**src/erx_pkg.sv**
```systemverilog
// mesh packet definitions for the receive path
// packet layout, queue item and queue sizing
`default_nettype none

package erx_pkg;

   // access size of a transaction
   typedef enum logic [1:0] {
      DM_BYTE   = 2'b00,
      DM_HALF   = 2'b01,
      DM_WORD   = 2'b10,
      DM_DOUBLE = 2'b11
   } datamode_e;

   // 104-bit mesh packet, msb first
   typedef struct packed {
      logic        access;
      logic        write;
      datamode_e   datamode;
      logic [3:0]  ctrlmode;
      logic [31:0] dstaddr;
      logic [31:0] data;
      logic [31:0] srcaddr;
   } emesh_packet_t;

   // packet as it moves through router and queues
   typedef struct packed {
      emesh_packet_t pkt;
      // set on burst follow-ons only
      logic          burst;
   } rx_item_t;

   // ####################################################################
   // queue sizing
   // ####################################################################

   localparam int FIFO_DEPTH = 8;
   // free entries kept for packets still on the link
   localparam int WAIT_SLACK = 3;
   // fill level that raises wait
   localparam int FIFO_AFULL = FIFO_DEPTH - WAIT_SLACK;

   localparam int FIFO_AW = $clog2(FIFO_DEPTH);
   // count must reach FIFO_DEPTH itself
   localparam int FIFO_CW = FIFO_AW + 1;

   // dstaddr increment per burst follow-on
   localparam int BURST_ADDR_STEP = 8;

endpackage

`default_nettype wire

```
**src/elink_link_pkg.sv**
```systemverilog
// link-level definitions for the mesh link receiver
// word format and framing sizes
`default_nettype none

package elink_link_pkg;

   // bits delivered per rx_lclk, two bytes
   localparam int WORD_W = 16;

   // one sampled rx_lclk cycle of the link
   typedef struct packed {
      logic              frame;
      // upper byte came first on the wire
      logic [WORD_W-1:0] data;
   } link_word_t;

   // first transaction of a frame, header byte included
   localparam int BYTES_PER_PKT = 14;
   // each burst follow-on, data plus srcaddr
   localparam int BURST_BYTES = 8;

   localparam int WORDS_PER_PKT = BYTES_PER_PKT / (WORD_W / 8);
   localparam int WORDS_PER_BURST = BURST_BYTES / (WORD_W / 8);
   // deframer counter and sample register sizes
   localparam int WORD_CW = $clog2(WORDS_PER_PKT);
   localparam int SAMPLE_W = BYTES_PER_PKT * 8;

endpackage

`default_nettype wire
```
**src/erx_top.sv**
```systemverilog
// receive side of the mesh link
// deframer, router, and separate write and read queues
`default_nettype none
`timescale 1ns/1ps

module erx_top (
   input  logic                       rx_lclk,
   input  logic                       rst,
   input  elink_link_pkg::link_word_t link_in,
   output logic                       wr_wait,
   output logic                       rd_wait,
   output logic                       overflow,
   output logic                       wr_valid,
   input  logic                       wr_ready,
   output erx_pkg::rx_item_t          wr_item,
   output logic                       rd_valid,
   input  logic                       rd_ready,
   output erx_pkg::rx_item_t          rd_item
);
   import erx_pkg::*;

   logic     pkt_valid;
   rx_item_t pkt;
   logic     wr_push_valid;
   logic     rd_push_valid;
   rx_item_t push_item;
   logic     wr_push_ready;
   logic     rd_push_ready;

   // ####################################################################
   // pipeline
   // ####################################################################

   // two stages, link word to packet
   erx_deframer deframer (
      .rx_lclk   (rx_lclk),
      .rst       (rst),
      .link_in   (link_in),
      .pkt_valid (pkt_valid),
      .pkt       (pkt)
   );

   // same-cycle steering
   erx_router router (
      .rx_lclk       (rx_lclk),
      .rst           (rst),
      .pkt_valid     (pkt_valid),
      .pkt           (pkt),
      .wr_push_valid (wr_push_valid),
      .rd_push_valid (rd_push_valid),
      .push_item     (push_item),
      .wr_push_ready (wr_push_ready),
      .rd_push_ready (rd_push_ready),
      .overflow      (overflow)
   );

   // write queue, almost_full is the write wait
   erx_fifo wr_q (
      .rx_lclk     (rx_lclk),
      .rst         (rst),
      .push_valid  (wr_push_valid),
      .push_ready  (wr_push_ready),
      .push_item   (push_item),
      .pop_valid   (wr_valid),
      .pop_ready   (wr_ready),
      .pop_item    (wr_item),
      .almost_full (wr_wait)
   );

   // read queue
   erx_fifo rd_q (
      .rx_lclk     (rx_lclk),
      .rst         (rst),
      .push_valid  (rd_push_valid),
      .push_ready  (rd_push_ready),
      .push_item   (push_item),
      .pop_valid   (rd_valid),
      .pop_ready   (rd_ready),
      .pop_item    (rd_item),
      .almost_full (rd_wait)
   );

endmodule

`default_nettype wire

```
**src/erx_fifo.sv**
```systemverilog
// packet queue with valid/ready on both sides
// raises almost_full early enough to cover packets in flight
`default_nettype none
`timescale 1ns/1ps

module erx_fifo (
   input  logic              rx_lclk,
   input  logic              rst,
   input  logic              push_valid,
   output logic              push_ready,
   input  erx_pkg::rx_item_t push_item,
   output logic              pop_valid,
   input  logic              pop_ready,
   output erx_pkg::rx_item_t pop_item,
   output logic              almost_full
);
   import erx_pkg::*;

   rx_item_t           mem [FIFO_DEPTH];
   logic [FIFO_AW-1:0] wr_ptr;
   logic [FIFO_AW-1:0] rd_ptr;
   logic [FIFO_CW-1:0] count;
   logic               do_push;
   logic               do_pop;

   // wrap at depth, works for any depth
   function automatic logic [FIFO_AW-1:0] ptr_inc(input logic [FIFO_AW-1:0] p);
      logic [FIFO_AW-1:0] n;
      if (p == FIFO_AW'(FIFO_DEPTH - 1))
         n = '0;
      else
         n = p + 1'b1;
      return n;
   endfunction

   // ####################################################################
   // handshakes and status
   // ####################################################################

   assign push_ready  = (count != FIFO_CW'(FIFO_DEPTH));
   assign pop_valid   = (count != '0);
   assign almost_full = (count >= FIFO_CW'(FIFO_AFULL));

   assign do_push = push_valid & push_ready;
   assign do_pop  = pop_valid & pop_ready;

   // head entry, stable until popped
   assign pop_item = mem[rd_ptr];

   // ####################################################################
   // storage and pointers
   // ####################################################################

   always_ff @(posedge rx_lclk)
   begin
      if (do_push)
         mem[wr_ptr] <= push_item;
   end

   always_ff @(posedge rx_lclk)
   begin
      if (rst)
      begin
         wr_ptr <= '0;
         rd_ptr <= '0;
         count  <= '0;
      end
      else
      begin
         if (do_push)
            wr_ptr <= ptr_inc(wr_ptr);
         if (do_pop)
            rd_ptr <= ptr_inc(rd_ptr);
         // push and pop together leave the count alone
         case ({do_push, do_pop})
            2'b10:   count <= count + 1'b1;
            2'b01:   count <= count - 1'b1;
            default: count <= count;
         endcase
      end
   end

endmodule

`default_nettype wire

```
**src/erx_router.sv**
```systemverilog
// packet router, steers by write bit into write or read queue
// drops at a full queue and keeps a sticky overflow flag
`default_nettype none
`timescale 1ns/1ps

module erx_router (
   input  logic              rx_lclk,
   input  logic              rst,
   input  logic              pkt_valid,
   input  erx_pkg::rx_item_t pkt,
   output logic              wr_push_valid,
   output logic              rd_push_valid,
   output erx_pkg::rx_item_t push_item,
   input  logic              wr_push_ready,
   input  logic              rd_push_ready,
   output logic              overflow
);

   logic to_wr;
   logic tgt_ready;
   logic drop;

   // ####################################################################
   // steering
   // ####################################################################

   // write bit picks the queue
   assign to_wr = pkt.pkt.write;

   // can the chosen queue take it now
   assign tgt_ready = to_wr ? wr_push_ready : rd_push_ready;

   // push only into a queue with room
   assign wr_push_valid = pkt_valid & to_wr & wr_push_ready;
   assign rd_push_valid = pkt_valid & ~to_wr & rd_push_ready;

   // both queues see the same item, valid selects
   assign push_item = pkt;

   // link cannot stall, so a full queue loses the packet
   assign drop = pkt_valid & ~tgt_ready;

   // ####################################################################
   // overflow flag
   // ####################################################################

   // sticky until reset
   always_ff @(posedge rx_lclk)
   begin
      if (rst)
         overflow <= 1'b0;
      else if (drop)
         overflow <= 1'b1;
   end

endmodule

`default_nettype wire

```
**src/erx_deframer.sv**
```systemverilog
// link deframer that turns framed link words into mesh packets
// registers the link, tracks frame position and flags burst follow-ons
`default_nettype none
`timescale 1ns/1ps

module erx_deframer (
   input  logic                       rx_lclk,
   input  logic                       rst,
   input  elink_link_pkg::link_word_t link_in,
   output logic                       pkt_valid,
   output erx_pkg::rx_item_t          pkt
);
   import elink_link_pkg::*;
   import erx_pkg::*;

   // position within the frame
   typedef enum logic [1:0] {
      ST_IDLE,
      ST_HEADER,
      ST_BURST
   } state_e;

   link_word_t          in_q;
   state_e              state;
   logic [WORD_CW-1:0]  word_cnt;
   logic [SAMPLE_W-1:0] sample;
   logic [SAMPLE_W-1:0] sample_next;
   logic                hdr_done;
   logic                burst_done;
   emesh_packet_t       hdr_pkt;
   emesh_packet_t       burst_pkt;

   // ####################################################################
   // stage 1 input register
   // ####################################################################

   always_ff @(posedge rx_lclk)
   begin
      if (rst)
         in_q.frame <= 1'b0;
      else
         in_q.frame <= link_in.frame;
   end

   // link data word
   always_ff @(posedge rx_lclk)
   begin
      in_q.data <= link_in.data;
   end

   // ####################################################################
   // stage 2 frame tracking and assembly
   // ####################################################################

   // sample as it will look with the current word shifted in
   assign sample_next = {sample[SAMPLE_W-WORD_W-1:0], in_q.data};

   always_ff @(posedge rx_lclk)
   begin
      if (in_q.frame)
         sample <= sample_next;
   end

   // last word of first transaction
   assign hdr_done = in_q.frame && (state == ST_HEADER) &&
                     (word_cnt == WORD_CW'(WORDS_PER_PKT - 1));
   // last word of a follow-on
   assign burst_done = in_q.frame && (state == ST_BURST) &&
                       (word_cnt == WORD_CW'(WORDS_PER_BURST - 1));

   always_ff @(posedge rx_lclk)
   begin
      if (rst)
      begin
         state    <= ST_IDLE;
         word_cnt <= '0;
      end
      else if (!in_q.frame)
      begin
         // frame drop loses any partial transaction
         state    <= ST_IDLE;
         word_cnt <= '0;
      end
      else
      begin
         case (state)
            ST_IDLE:
            begin
               // this word is word 0 of the first transaction
               state    <= ST_HEADER;
               word_cnt <= WORD_CW'(1);
            end
            ST_HEADER:
            begin
               if (hdr_done)
               begin
                  // frame still high so follow-ons come next
                  state    <= ST_BURST;
                  word_cnt <= '0;
               end
               else
                  word_cnt <= word_cnt + 1'b1;
            end
            ST_BURST:
            begin
               if (burst_done)
                  word_cnt <= '0;
               else
                  word_cnt <= word_cnt + 1'b1;
            end
            default:
            begin
               state    <= ST_IDLE;
               word_cnt <= '0;
            end
         endcase
      end
   end

   // unpack first transaction with header byte in 111:104
   always_comb
   begin
      hdr_pkt.ctrlmode = sample_next[103:100];
      hdr_pkt.dstaddr  = sample_next[99:68];
      hdr_pkt.datamode = datamode_e'(sample_next[67:66]);
      hdr_pkt.write    = sample_next[65];
      hdr_pkt.access   = sample_next[64];
      hdr_pkt.data     = sample_next[63:32];
      hdr_pkt.srcaddr  = sample_next[31:0];
   end

   // follow-on reuses last header at the next address
   always_comb
   begin
      burst_pkt         = pkt.pkt;
      burst_pkt.dstaddr = pkt.pkt.dstaddr + 32'(BURST_ADDR_STEP);
      burst_pkt.data    = sample_next[63:32];
      burst_pkt.srcaddr = sample_next[31:0];
   end

   always_ff @(posedge rx_lclk)
   begin
      if (rst)
         pkt_valid <= 1'b0;
      else
         pkt_valid <= hdr_done | burst_done;
   end

   // output packet also holds header for the next follow-on
   always_ff @(posedge rx_lclk)
   begin
      if (hdr_done)
      begin
         pkt.pkt   <= hdr_pkt;
         pkt.burst <= 1'b0;
      end
      else if (burst_done)
      begin
         pkt.pkt   <= burst_pkt;
         pkt.burst <= 1'b1;
      end
   end

endmodule

`default_nettype wire

```
**config.mk**
```make
export PLATFORM = sky130hd
export DESIGN_NAME = erx_top
export DESIGN_NICKNAME = d
export VERILOG_FILES = /design/src/erx_pkg.sv /design/src/elink_link_pkg.sv /design/src/erx_top.sv /design/src/erx_fifo.sv /design/src/erx_router.sv /design/src/erx_deframer.sv
export SDC_FILE = /design/constraint.sdc
export NUM_CORES = 1
export LEC_CHECK = 0
export ABC_AREA = 1
export BUFFER_PORTS_ARGS = -buffer_cell sky130_fd_sc_hd__buf_2
export CAP_MARGIN = 20
export CORE_UTILIZATION = 40
export CTS_CLUSTER_SIZE = 30
export DETAILED_ROUTE_END_ITERATION = 8
export SLEW_MARGIN = 20
export SYNTH_ARGS = -nofsm -noshare
export SYNTH_HDL_FRONTEND = slang
export SYNTH_HIERARCHICAL = 1
export SYNTH_SLANG_ARGS = --single-unit
```
**constraint.sdc**
```tcl
create_clock -name rx_lclk -period 5.7 [get_ports rx_lclk]
set_clock_uncertainty 0.05 [all_clocks]
set_input_delay 1.14 -clock rx_lclk [delete_from_list [all_inputs] [get_ports rx_lclk]]
set_output_delay 1.14 -clock rx_lclk [all_outputs]
set_load 0.1 [all_outputs]
```
==> flow_results.org, run 1 <==
** Clock tree
- Sink Count :: between 1500 and 2000
- The clock passes through at most 3 buffers.
- Hold-fix buffers, CTS :: 0
- Clock-pin slew was measured on the worst setup and hold paths at about 0.06 ns.
- Total number of H-tree levels :: 4
- Clock tree synthesis inserted a total of about 200 buffers.
- Clock tree synthesis selected as its root buffer the cell sky130_fd_sc_hd__clkbuf_16.
- The clock reaches the later pin of the worst-skew pair after approximately 0.82 ns.
- CTS tree :: done
- In this run the post-CTS setup repair buffer count came out at 0.
- Number of cells upsized or downsized after cts :: 0

** Cells and area
- With fillers left out, the area of the finished cells amounts to about 85000 µm².
- The multi-input combinational cells in the finished layout cover a total of roughly 16000 µm².
- After the last flow step, the layout net total stands at roughly 6000.
- Summing all flip-flop and latch instances after layout gives between 50000 and 60000 µm².
- Post-layout instance count excluding filler cells :: approximately 8400
- Relative to the synthesized area, the layout overhead comes to 11.8%.
- Final core occ :: ~45%
- The filler cells instantiated in the layout total around 17000.
- In the final layout, the share of cells above drive strength 1 is a little under an eighth.

** Logic synthesis
- Dominant cell by count in the synthesized netlist :: sky130_fd_sc_hd__edfxtp_1
- For this run, asynchronously set or reset flops after synthesis account for 0%.
- Ranked by instance count, the synthesized netlist is headed by sky130_fd_sc_hd__edfxtp_1, sky130_fd_sc_hd__nor2_1, sky130_fd_sc_hd__nand2_1.
- Fraction of synthesized cell area taken by the top area cell type :: 73.9%
- Synth warn :: 6
- The largest total area in the synthesized netlist belongs to sky130_fd_sc_hd__edfxtp_1.
- Post-Syn Instances :: between 5000 and 6000
- Number of enable flip-flop cells after synthesis :: 1872
- Sequential area share after synthesis :: about 75%
- Summing every instance area after synthesis gives approximately 76000 µm².
- Post-Synthesis Mean Instance Area :: approximately 13 µm²
- Number of synthesized register bits :: just under 2000
- The synthesized netlist contains 41 unique library cells.
- Primary FF master, synth :: sky130_fd_sc_hd__edfxtp_1
- Net count of the mapped netlist :: between 5000 and 6000
- Top cells by area in the synthesized netlist :: sky130_fd_sc_hd__edfxtp_1, sky130_fd_sc_hd__nor2_1, sky130_fd_sc_hd__nand2_1

** Power
- Of the total power, the share spent switching nets is between 30% and 40%.
- Static leakage power :: between 0.02 and 0.03 µW
- Clock group share of total power :: between 30% and 40%
- Total net switching power :: ~11000 µW
- Maximum vdd ir drop :: 0.467 mV
- Power per cell area :: around 410 nW/µm²
- Cell internal power was estimated by the tool at between 20000 and 25000 µW.
- Sequential share of power :: roughly 44%
- In this run, the combinational gates consume between 10% and 20% of the power.

** GRT
- The initial antenna violation count is 6.
- First-pass GRT wire length :: 280000 µm
- After global routing the overflow that remains totals 0.
- Maximum number of pins on one net before global-route repair :: about 180
- Global routing consumed, over all layers together, between 10% and 20% of the routing resources.
- The via count of the first global-routing pass was 42603.

** Floorplan
- Cell Rows :: ~160
- Vert. Die Dim :: 438 µm
- For this configuration, the core starts out at a cell density of between 40% and 50%.
- During I/O placement, the number of pins put on the boundary was about 240.
- From left edge to right edge, the die measures 438 µm.
- Total die area :: around 190000 µm²
- Area of the placeable core :: approximately 190000 µm²

** Timing
- Derived from the worst setup path, the maximum achievable clock frequency is 195 MHz.
- Number of failing setup endpoints in the final timing report :: 0
- In this run the tightest slew margin relative to its limit is a little over a tenth.
- Count of final hold-check violations :: 0
- Dividing the final minimum period by the clock period gives 90.1%.
- At the pin with the least slew margin, the transition time is 1.34 ns.
- The number of pins with negative max-slew slack in the final report was 0.
- Final worst path period need :: 5.13 ns
- Setup repair after global routing left no endpoint under its margin.

** Critical path
- CP Class :: reg2out
- The worst setup path is launched from a flip-flop.
- Maximum fanout along the worst path :: 183
- Data on the critical path is required at its endpoint by ~4.5 ns.
- Kind of end point of the critical path :: primary output
- At the worst endpoint, the arrival time is between 3 and 4 ns.

** Placement
- Global placer's final weighted congestion :: approximately 0.81
- Count of port buffers added during placement :: between 200 and 250
- Once placement finished, the instance area stood at approximately 79000 µm².
- Total placed cells including tap cells :: approximately 8100
- Post-DP HPWL :: between 100000 and 150000 µm

** Outcome
- Run status :: completed

** Routing
- Number of detailed-route iterations in the first pass :: 7
- Detailed-route wire length :: about 190000 µm
- Once detail routing completed, the nets flagged for antenna violations numbered 0.
- Post-detailed-route wirelength per cell :: 22.4 µm
- The routed layout has about 44000 vias.
- After detailed routing, the number of remaining DRC violations is 0.
- In the routed layout, each cell is associated on average with a via count of about 5.3.
- After the first detailed-routing iteration, the DRC count stood at 4203.

** Worst hold path
- Hold crit path type :: in2reg

** Flow run
- The tool flagged a number of max-cap violations equal to 0.
==> flip-flops by register name (all words and copies together), names as in the netlist, named ones only <==
name / count
deframer/burst_pkt: 16
deframer/pkt: 105
deframer/in_q: 1
deframer/sample: 88
wr_q/count: 4
rd_q/mem: 840
rd_q/wr_ptr: 3
wr_q/mem: 840
deframer/pkt_valid: 1
deframer/word_cnt: 3
wr_q/wr_ptr: 3
rd_q/count: 4
wr_q/rd_ptr: 3
router/overflow: 1
deframer/state: 2
rd_q/rd_ptr: 3
==> routing by layer <==
metal | vias to the layer above | track usage [%] | routed length, µm
li1 | 20507 | - | -
met1 | 22447 | 27.2 | 83700
met2 | 1246 | 31.9 | 91800
met3 | 240 | 2.59 | 9640
met4 | 0 | 5.26 | 4030
met5 | - | 0 | 0
==> critical path, stage by stage, from the launching register on <==
cell and delay (ns):
sky130_fd_sc_hd__dfxtp_4 0.76, sky130_fd_sc_hd__clkinv_8 0.46, sky130_fd_sc_hd__buf_12 0.37, sky130_fd_sc_hd__o21ai_1 0.37
sky130_fd_sc_hd__o21ai_1 0.10, sky130_fd_sc_hd__nand2_1 0.07, sky130_fd_sc_hd__nand2_1 0.15, sky130_fd_sc_hd__buf_2 0.33
==> stage by stage <==
| step | worst slack, ns | power, µW | setup TNS [ns] | hold slack [ns] |
|---|---|---|---|---|
| after CTS | 0.736 | 35300 | 0 | 0.290 |
| after floorplan | -0.427 | 21700 | -418.17 | 0.358 |
| final | 0.565 | 35000 | 0 | 0.362 |
| after global routing | 0.493 | 36300 | 0 | 0.314 |
| after detailed placement | 1.63 | 22800 | 0 | 0.374 |
| after global placement | 1.61 | 22700 | 0 | 0.371 |
==> worst paths after layout <==
| path | to | slack [ns] | cells past startpoint | start |
|---|---|---|---|---|
| min reg2reg | deframer/sample[10]$_DFFE_PP_ | 0.39 | 0 | deframer/burst_pkt[10]$_DFF_P_ |
| min | deframer/burst_pkt[11]$_DFF_P_ | 0.36 | 1 | link_in[11] |
| max | wr_item[62] | 0.57 | 7 | flip-flop |
| max reg2reg | deframer/pkt[85]$_DFFE_PP_ | 2.35 | 7 | deframer/in_q[16]$_SDFF_PP0_ |
==> area by class of cell <==
class | instances | share of cell area (%)
sequential | 1923 | 67.3
multi-input combinational | 3204 | 18.3
clock buffer | 261 | 6.29
tap | 2495 | 3.67
timing repair buffer | 320 | 2.66
clock inverter | 101 | 1.12
inverter | 141 | 0.660
antenna | 2 | 0.00588
==> power groups by stage <==
stage / logic, µW / registers, µW / clock network, µW
floorplan: 5960 / 15700 / 0
global placement: 6900 / 15800 / 0
detailed placement: 6940 / 15800 / 0
CTS: 6960 / 15500 / 12800
global route: 7400 / 15600 / 13300
finish: 6920 / 15500 / 12500
==> cell families (layout without fill, tap and decap cells) <==
family	count (synthesis)	count (layout)	share of synthesized area, %
adder cells (fa/ha/maj)	18	18	0.296
other	0	2	0
multiplexers	210	210	2.76
flip-flops	1923	1923	75.2
AO/OA/AOI/OAI	1102	1102	7.64
buffers and inverters	574	823	4.46
AND/OR/NAND/NOR	1867	1867	9.53
XOR/XNOR	7	7	0.0806
==> placed cells by master (no fill, tap or decap), drive strengths merged, types with 46 or more instances in the layout <==
| cell | synthesis | routed |
|---|---|---|
| buf | 284 | 320 |
| clkbuf | 149 | 261 |
| clkinv | 1 | 78 |
| dfxtp | 51 | 51 |
| edfxtp | 1872 | 1872 |
| inv | 140 | 145 |
| mux2i | 210 | 210 |
| nand2 | 803 | 803 |
| nand3 | 46 | 46 |
| nor2 | 1009 | 1009 |
| o21ai | 859 | 859 |
| o22ai | 211 | 211 |
Power figures use the tool's default switching activity.
==> inputs of run 2 (changes only) <==
--- a/config.mk
+++ b/config.mk
@@ -6,11 +6,13 @@
 export NUM_CORES = 1
 export LEC_CHECK = 0
 export ABC_AREA = 1
-export BUFFER_PORTS_ARGS = -buffer_cell sky130_fd_sc_hd__buf_2
 export CAP_MARGIN = 20
+export CORE_ASPECT_RATIO = 0.5
 export CORE_UTILIZATION = 40
 export CTS_CLUSTER_SIZE = 30
 export DETAILED_ROUTE_END_ITERATION = 8
+export DONT_BUFFER_PORTS = 1
+export SETUP_SLACK_MARGIN = 0.02
 export SLEW_MARGIN = 20
 export SYNTH_ARGS = -nofsm -noshare
 export SYNTH_HDL_FRONTEND = slang
==> run 2 against run 1 <==
Compared with the run above:
- design area decreased by 2.0%
- die area about the same
- fmax up 3.5%
- global-route usage down 0.58 points
- total power fell by 2.8%
- sequential share of layout area is 1.4 points higher
- critical endpoint is now wr_item[55]
==> flow_results.org, run 2 (same netlist as run 1, synthesis figures left out) <==
** Placement
- At the placement stage, the worst setup path has a slack of between 1.5 and 2 ns.
- Routability-driven placement finished with a final weighted congestion of between 0.8 and 0.9.
- Count of port buffers added during placement :: 0
- Detailed placement ended at an HPWL of 99400 µm.

** Timing
- Number of failing setup endpoints in the final timing report :: 0
- The number of pins with negative max-slew slack in the final report was 0.
- Timing would allow up to between 200 and 250 MHz.
- The final critical path takes up about 87% of the cycle.
- The number of hold violations in the final report was 0.
- The clock period could shrink to slightly below 5 ns.
- Worst hold slack :: around 0.29 ns
- Setup repair after global routing left no endpoint under its margin.
- Headroom to the max-slew limit came out at approximately 21%.
- Min setup slack post-route :: around 0.74 ns
- Final TNS setup :: 0 ns
- Slew at the pin closest to its max-slew limit :: 1.19 ns

** Routing
- For this run, design rule violations remaining after detail routing come to 0.
- Post-detailed-route wirelength per cell :: ~23 µm
- Summed over all layers, the routed wires come to approximately 190000 µm.
- The detailed router placed around 44000 vias in this run.
- Once detail routing completed, the nets flagged for antenna violations numbered 0.
- Number of detailed-route iterations in the first pass :: 5
- After the first detailed-routing iteration, the DRC count stood at about 4200.
- Dividing the detail-routed via count by the number of cells gives roughly 5.4.

** Clock tree
- The H-tree was split into 4 levels.
- Number of buffers inserted by post-CTS setup repair :: 0
- CTS tree :: done
- Max Buffers Root-to-Sink :: 4
- For the worst-skew pair, the clock arrives at the later sink with an insertion delay of approximately 0.8 ns.
- Sink Count :: between 1500 and 2000
- CTS placed an instance of sky130_fd_sc_hd__clkbuf_16 at the clock tree root.
- In this run, post-CTS hold repair placed 0 buffers.
- The number of clock buffers added by TritonCTS is 180.
- After clock tree synthesis, the repair step resized 0 gates.
- After clock tree synthesis, the clock-pin slew on the worst setup and hold paths is approximately 0.070 ns.

** GRT
- Across every metal layer, demand over resource in global routing totals a little under a fifth.
- First-pass GRT wire length :: around 270000 µm
- Antenna violations before repair :: 8
- Total congestion overflow after global routing :: 0
- Vias in the first global route :: between 40000 and 50000
- Entering global routing, the biggest net connects 177 pins.

** Floorplan
- The floorplan step defined a die boundary enclosing just under 200000 µm².
- Area of the placeable core :: roughly 190000 µm²
- Vert. Die Dim :: between 300 and 400 µm
- I/O pin count :: roughly 240
- Once the floorplan was initialized, standard cells occupied between 40% and 50% of the core.
- The floorplan step set the die width to around 620 µm.
- Cell Rows :: ~110

** Power
- Static leakage power :: approximately 0.025 µW
- VDD sags by at most around 0.34 mV.
- Power per cell area :: around 410 nW/µm²
- Total chip power :: ~34000 µW

** Cells and area
- Cells fill roughly 44% of the core in the end.
- Commonest non-fill, non-tap cell in the layout :: sky130_fd_sc_hd__edfxtp_1
- Of the cells placed in the final design, the portion with a size suffix greater than 1 is 7.76%.
- The final layout contains about 5600 nets.
- Registers with the most flip-flops :: rd_q/mem (840), wr_q/mem (840), deframer/pkt (105)
- In the layout the commonest cells are sky130_fd_sc_hd__edfxtp_1, sky130_fd_sc_hd__nor2_1, sky130_fd_sc_hd__nand2_1.
- The area growth from synthesis to layout is 9.64%.

** Critical path
- In this design, the stage delay of the slowest critical-path cell is roughly 0.77 ns.
- At the worst endpoint, the arrival time is 3.77 ns.
- Crit-path cells :: buf_12, o21ai_0, o22ai_1, nand2_1, nand2_1
- Of all nets on the critical path, the largest fanout is approximately 180.
- The critical path is of the reg2out type.
- By instance count, the cell type seen most on the critical path is sky130_fd_sc_hd__nand2_1.
- STA classifies the critical path endpoint as a primary output.
- Required time at the endpoint of the critical path :: about 4.5 ns
- Category of the worst setup path launch point :: flip-flop
- The slowest stage of the critical path is the sky130_fd_sc_hd__nand2_1 cell.

** Worst hold path
- The tightest min-delay check is of the in2reg type.

** Flow run
- Across the run, the number of max-cap violations was 0.

** Outcome
- The flow ran to the end, and the final reports show no timing, DRC or antenna violations.
-- run 2: cell types whose count changed in the layout (fill, tap and decap cells not counted), sizes merged, moves of 3 or more --
| cell | previous run | this run |
|---|---|---|
| inv | 145 | 142 |
| bufinv | 12 | 15 |
| buf | 320 | 90 |
| clkbuf | 261 | 216 |
| clkinv | 78 | 85 |
| diode | 2 | 5 |
-- run 2: where the power goes --
group / internal, µW / total (µW) / switching (µW)
clock network: 6690 / 11800 / 5090
registers: 15400 / 15600 / 232
logic: 1350 / 6640 / 5290
total: 23400 / 34000 / 10600
-- run 2: worst max-delay path, delay by kind of cell (launching register included) --
family	cells	cell delay, ns
DFF	1	0.65
buffers and inverters	1	0.50
AOI/OAI and AO/OA	2	0.49
and+or+nand+nor	2	0.84
-- run 2: per-stage QoR --
stage | instance area (µm²) | std cells
after floorplan | 76100 | 5701
after global placement | 77700 | 7865
after detailed placement | 77700 | 7866
after CTS | 83400 | 8188
after global routing | 83400 | 8190
final | 83400 | 8193
-- run 2: routing by layer --
layer / track usage (%) / wire length [µm] / up-vias / share of wire [%]
li1: - / - / 19967 / -
met1: 25.1 / 78500 / 22284 / 42
met2: 32.6 / 92000 / 1387 / 50
met3: 2.75 / 10500 / 250 / 5.7
met4: 4.57 / 4060 / 0 / 2.2
met5: 0 / 0 / - / 0
-- run 2: cell type report --
type | count | area, µm²
antenna | 5 | 12.5
sequential | 1923 | 57300
clock buffer | 216 | 4820
inverter | 141 | 562
clock inverter | 106 | 890
multi-input combinational | 3204 | 15600
fill | 16397 | 104000
tap | 2508 | 3140
timing repair buffer | 90 | 1150
-- run 2: worst paths after layout --
path,slack (ns),start,cells past startpoint,endpoint
max,0.74,flip-flop,5,wr_item[55]
min,0.29,link_in[5],0,deframer/burst_pkt[5]$_DFF_P_
max reg2reg,2.16,rd_q/count[1]$_SDFFE_PP0P_,12,rd_q/count[2]$_SDFFE_PP0P_
min reg2reg,0.38,deframer/burst_pkt[8]$_DFF_P_,0,deframer/sample[8]$_DFFE_PP_
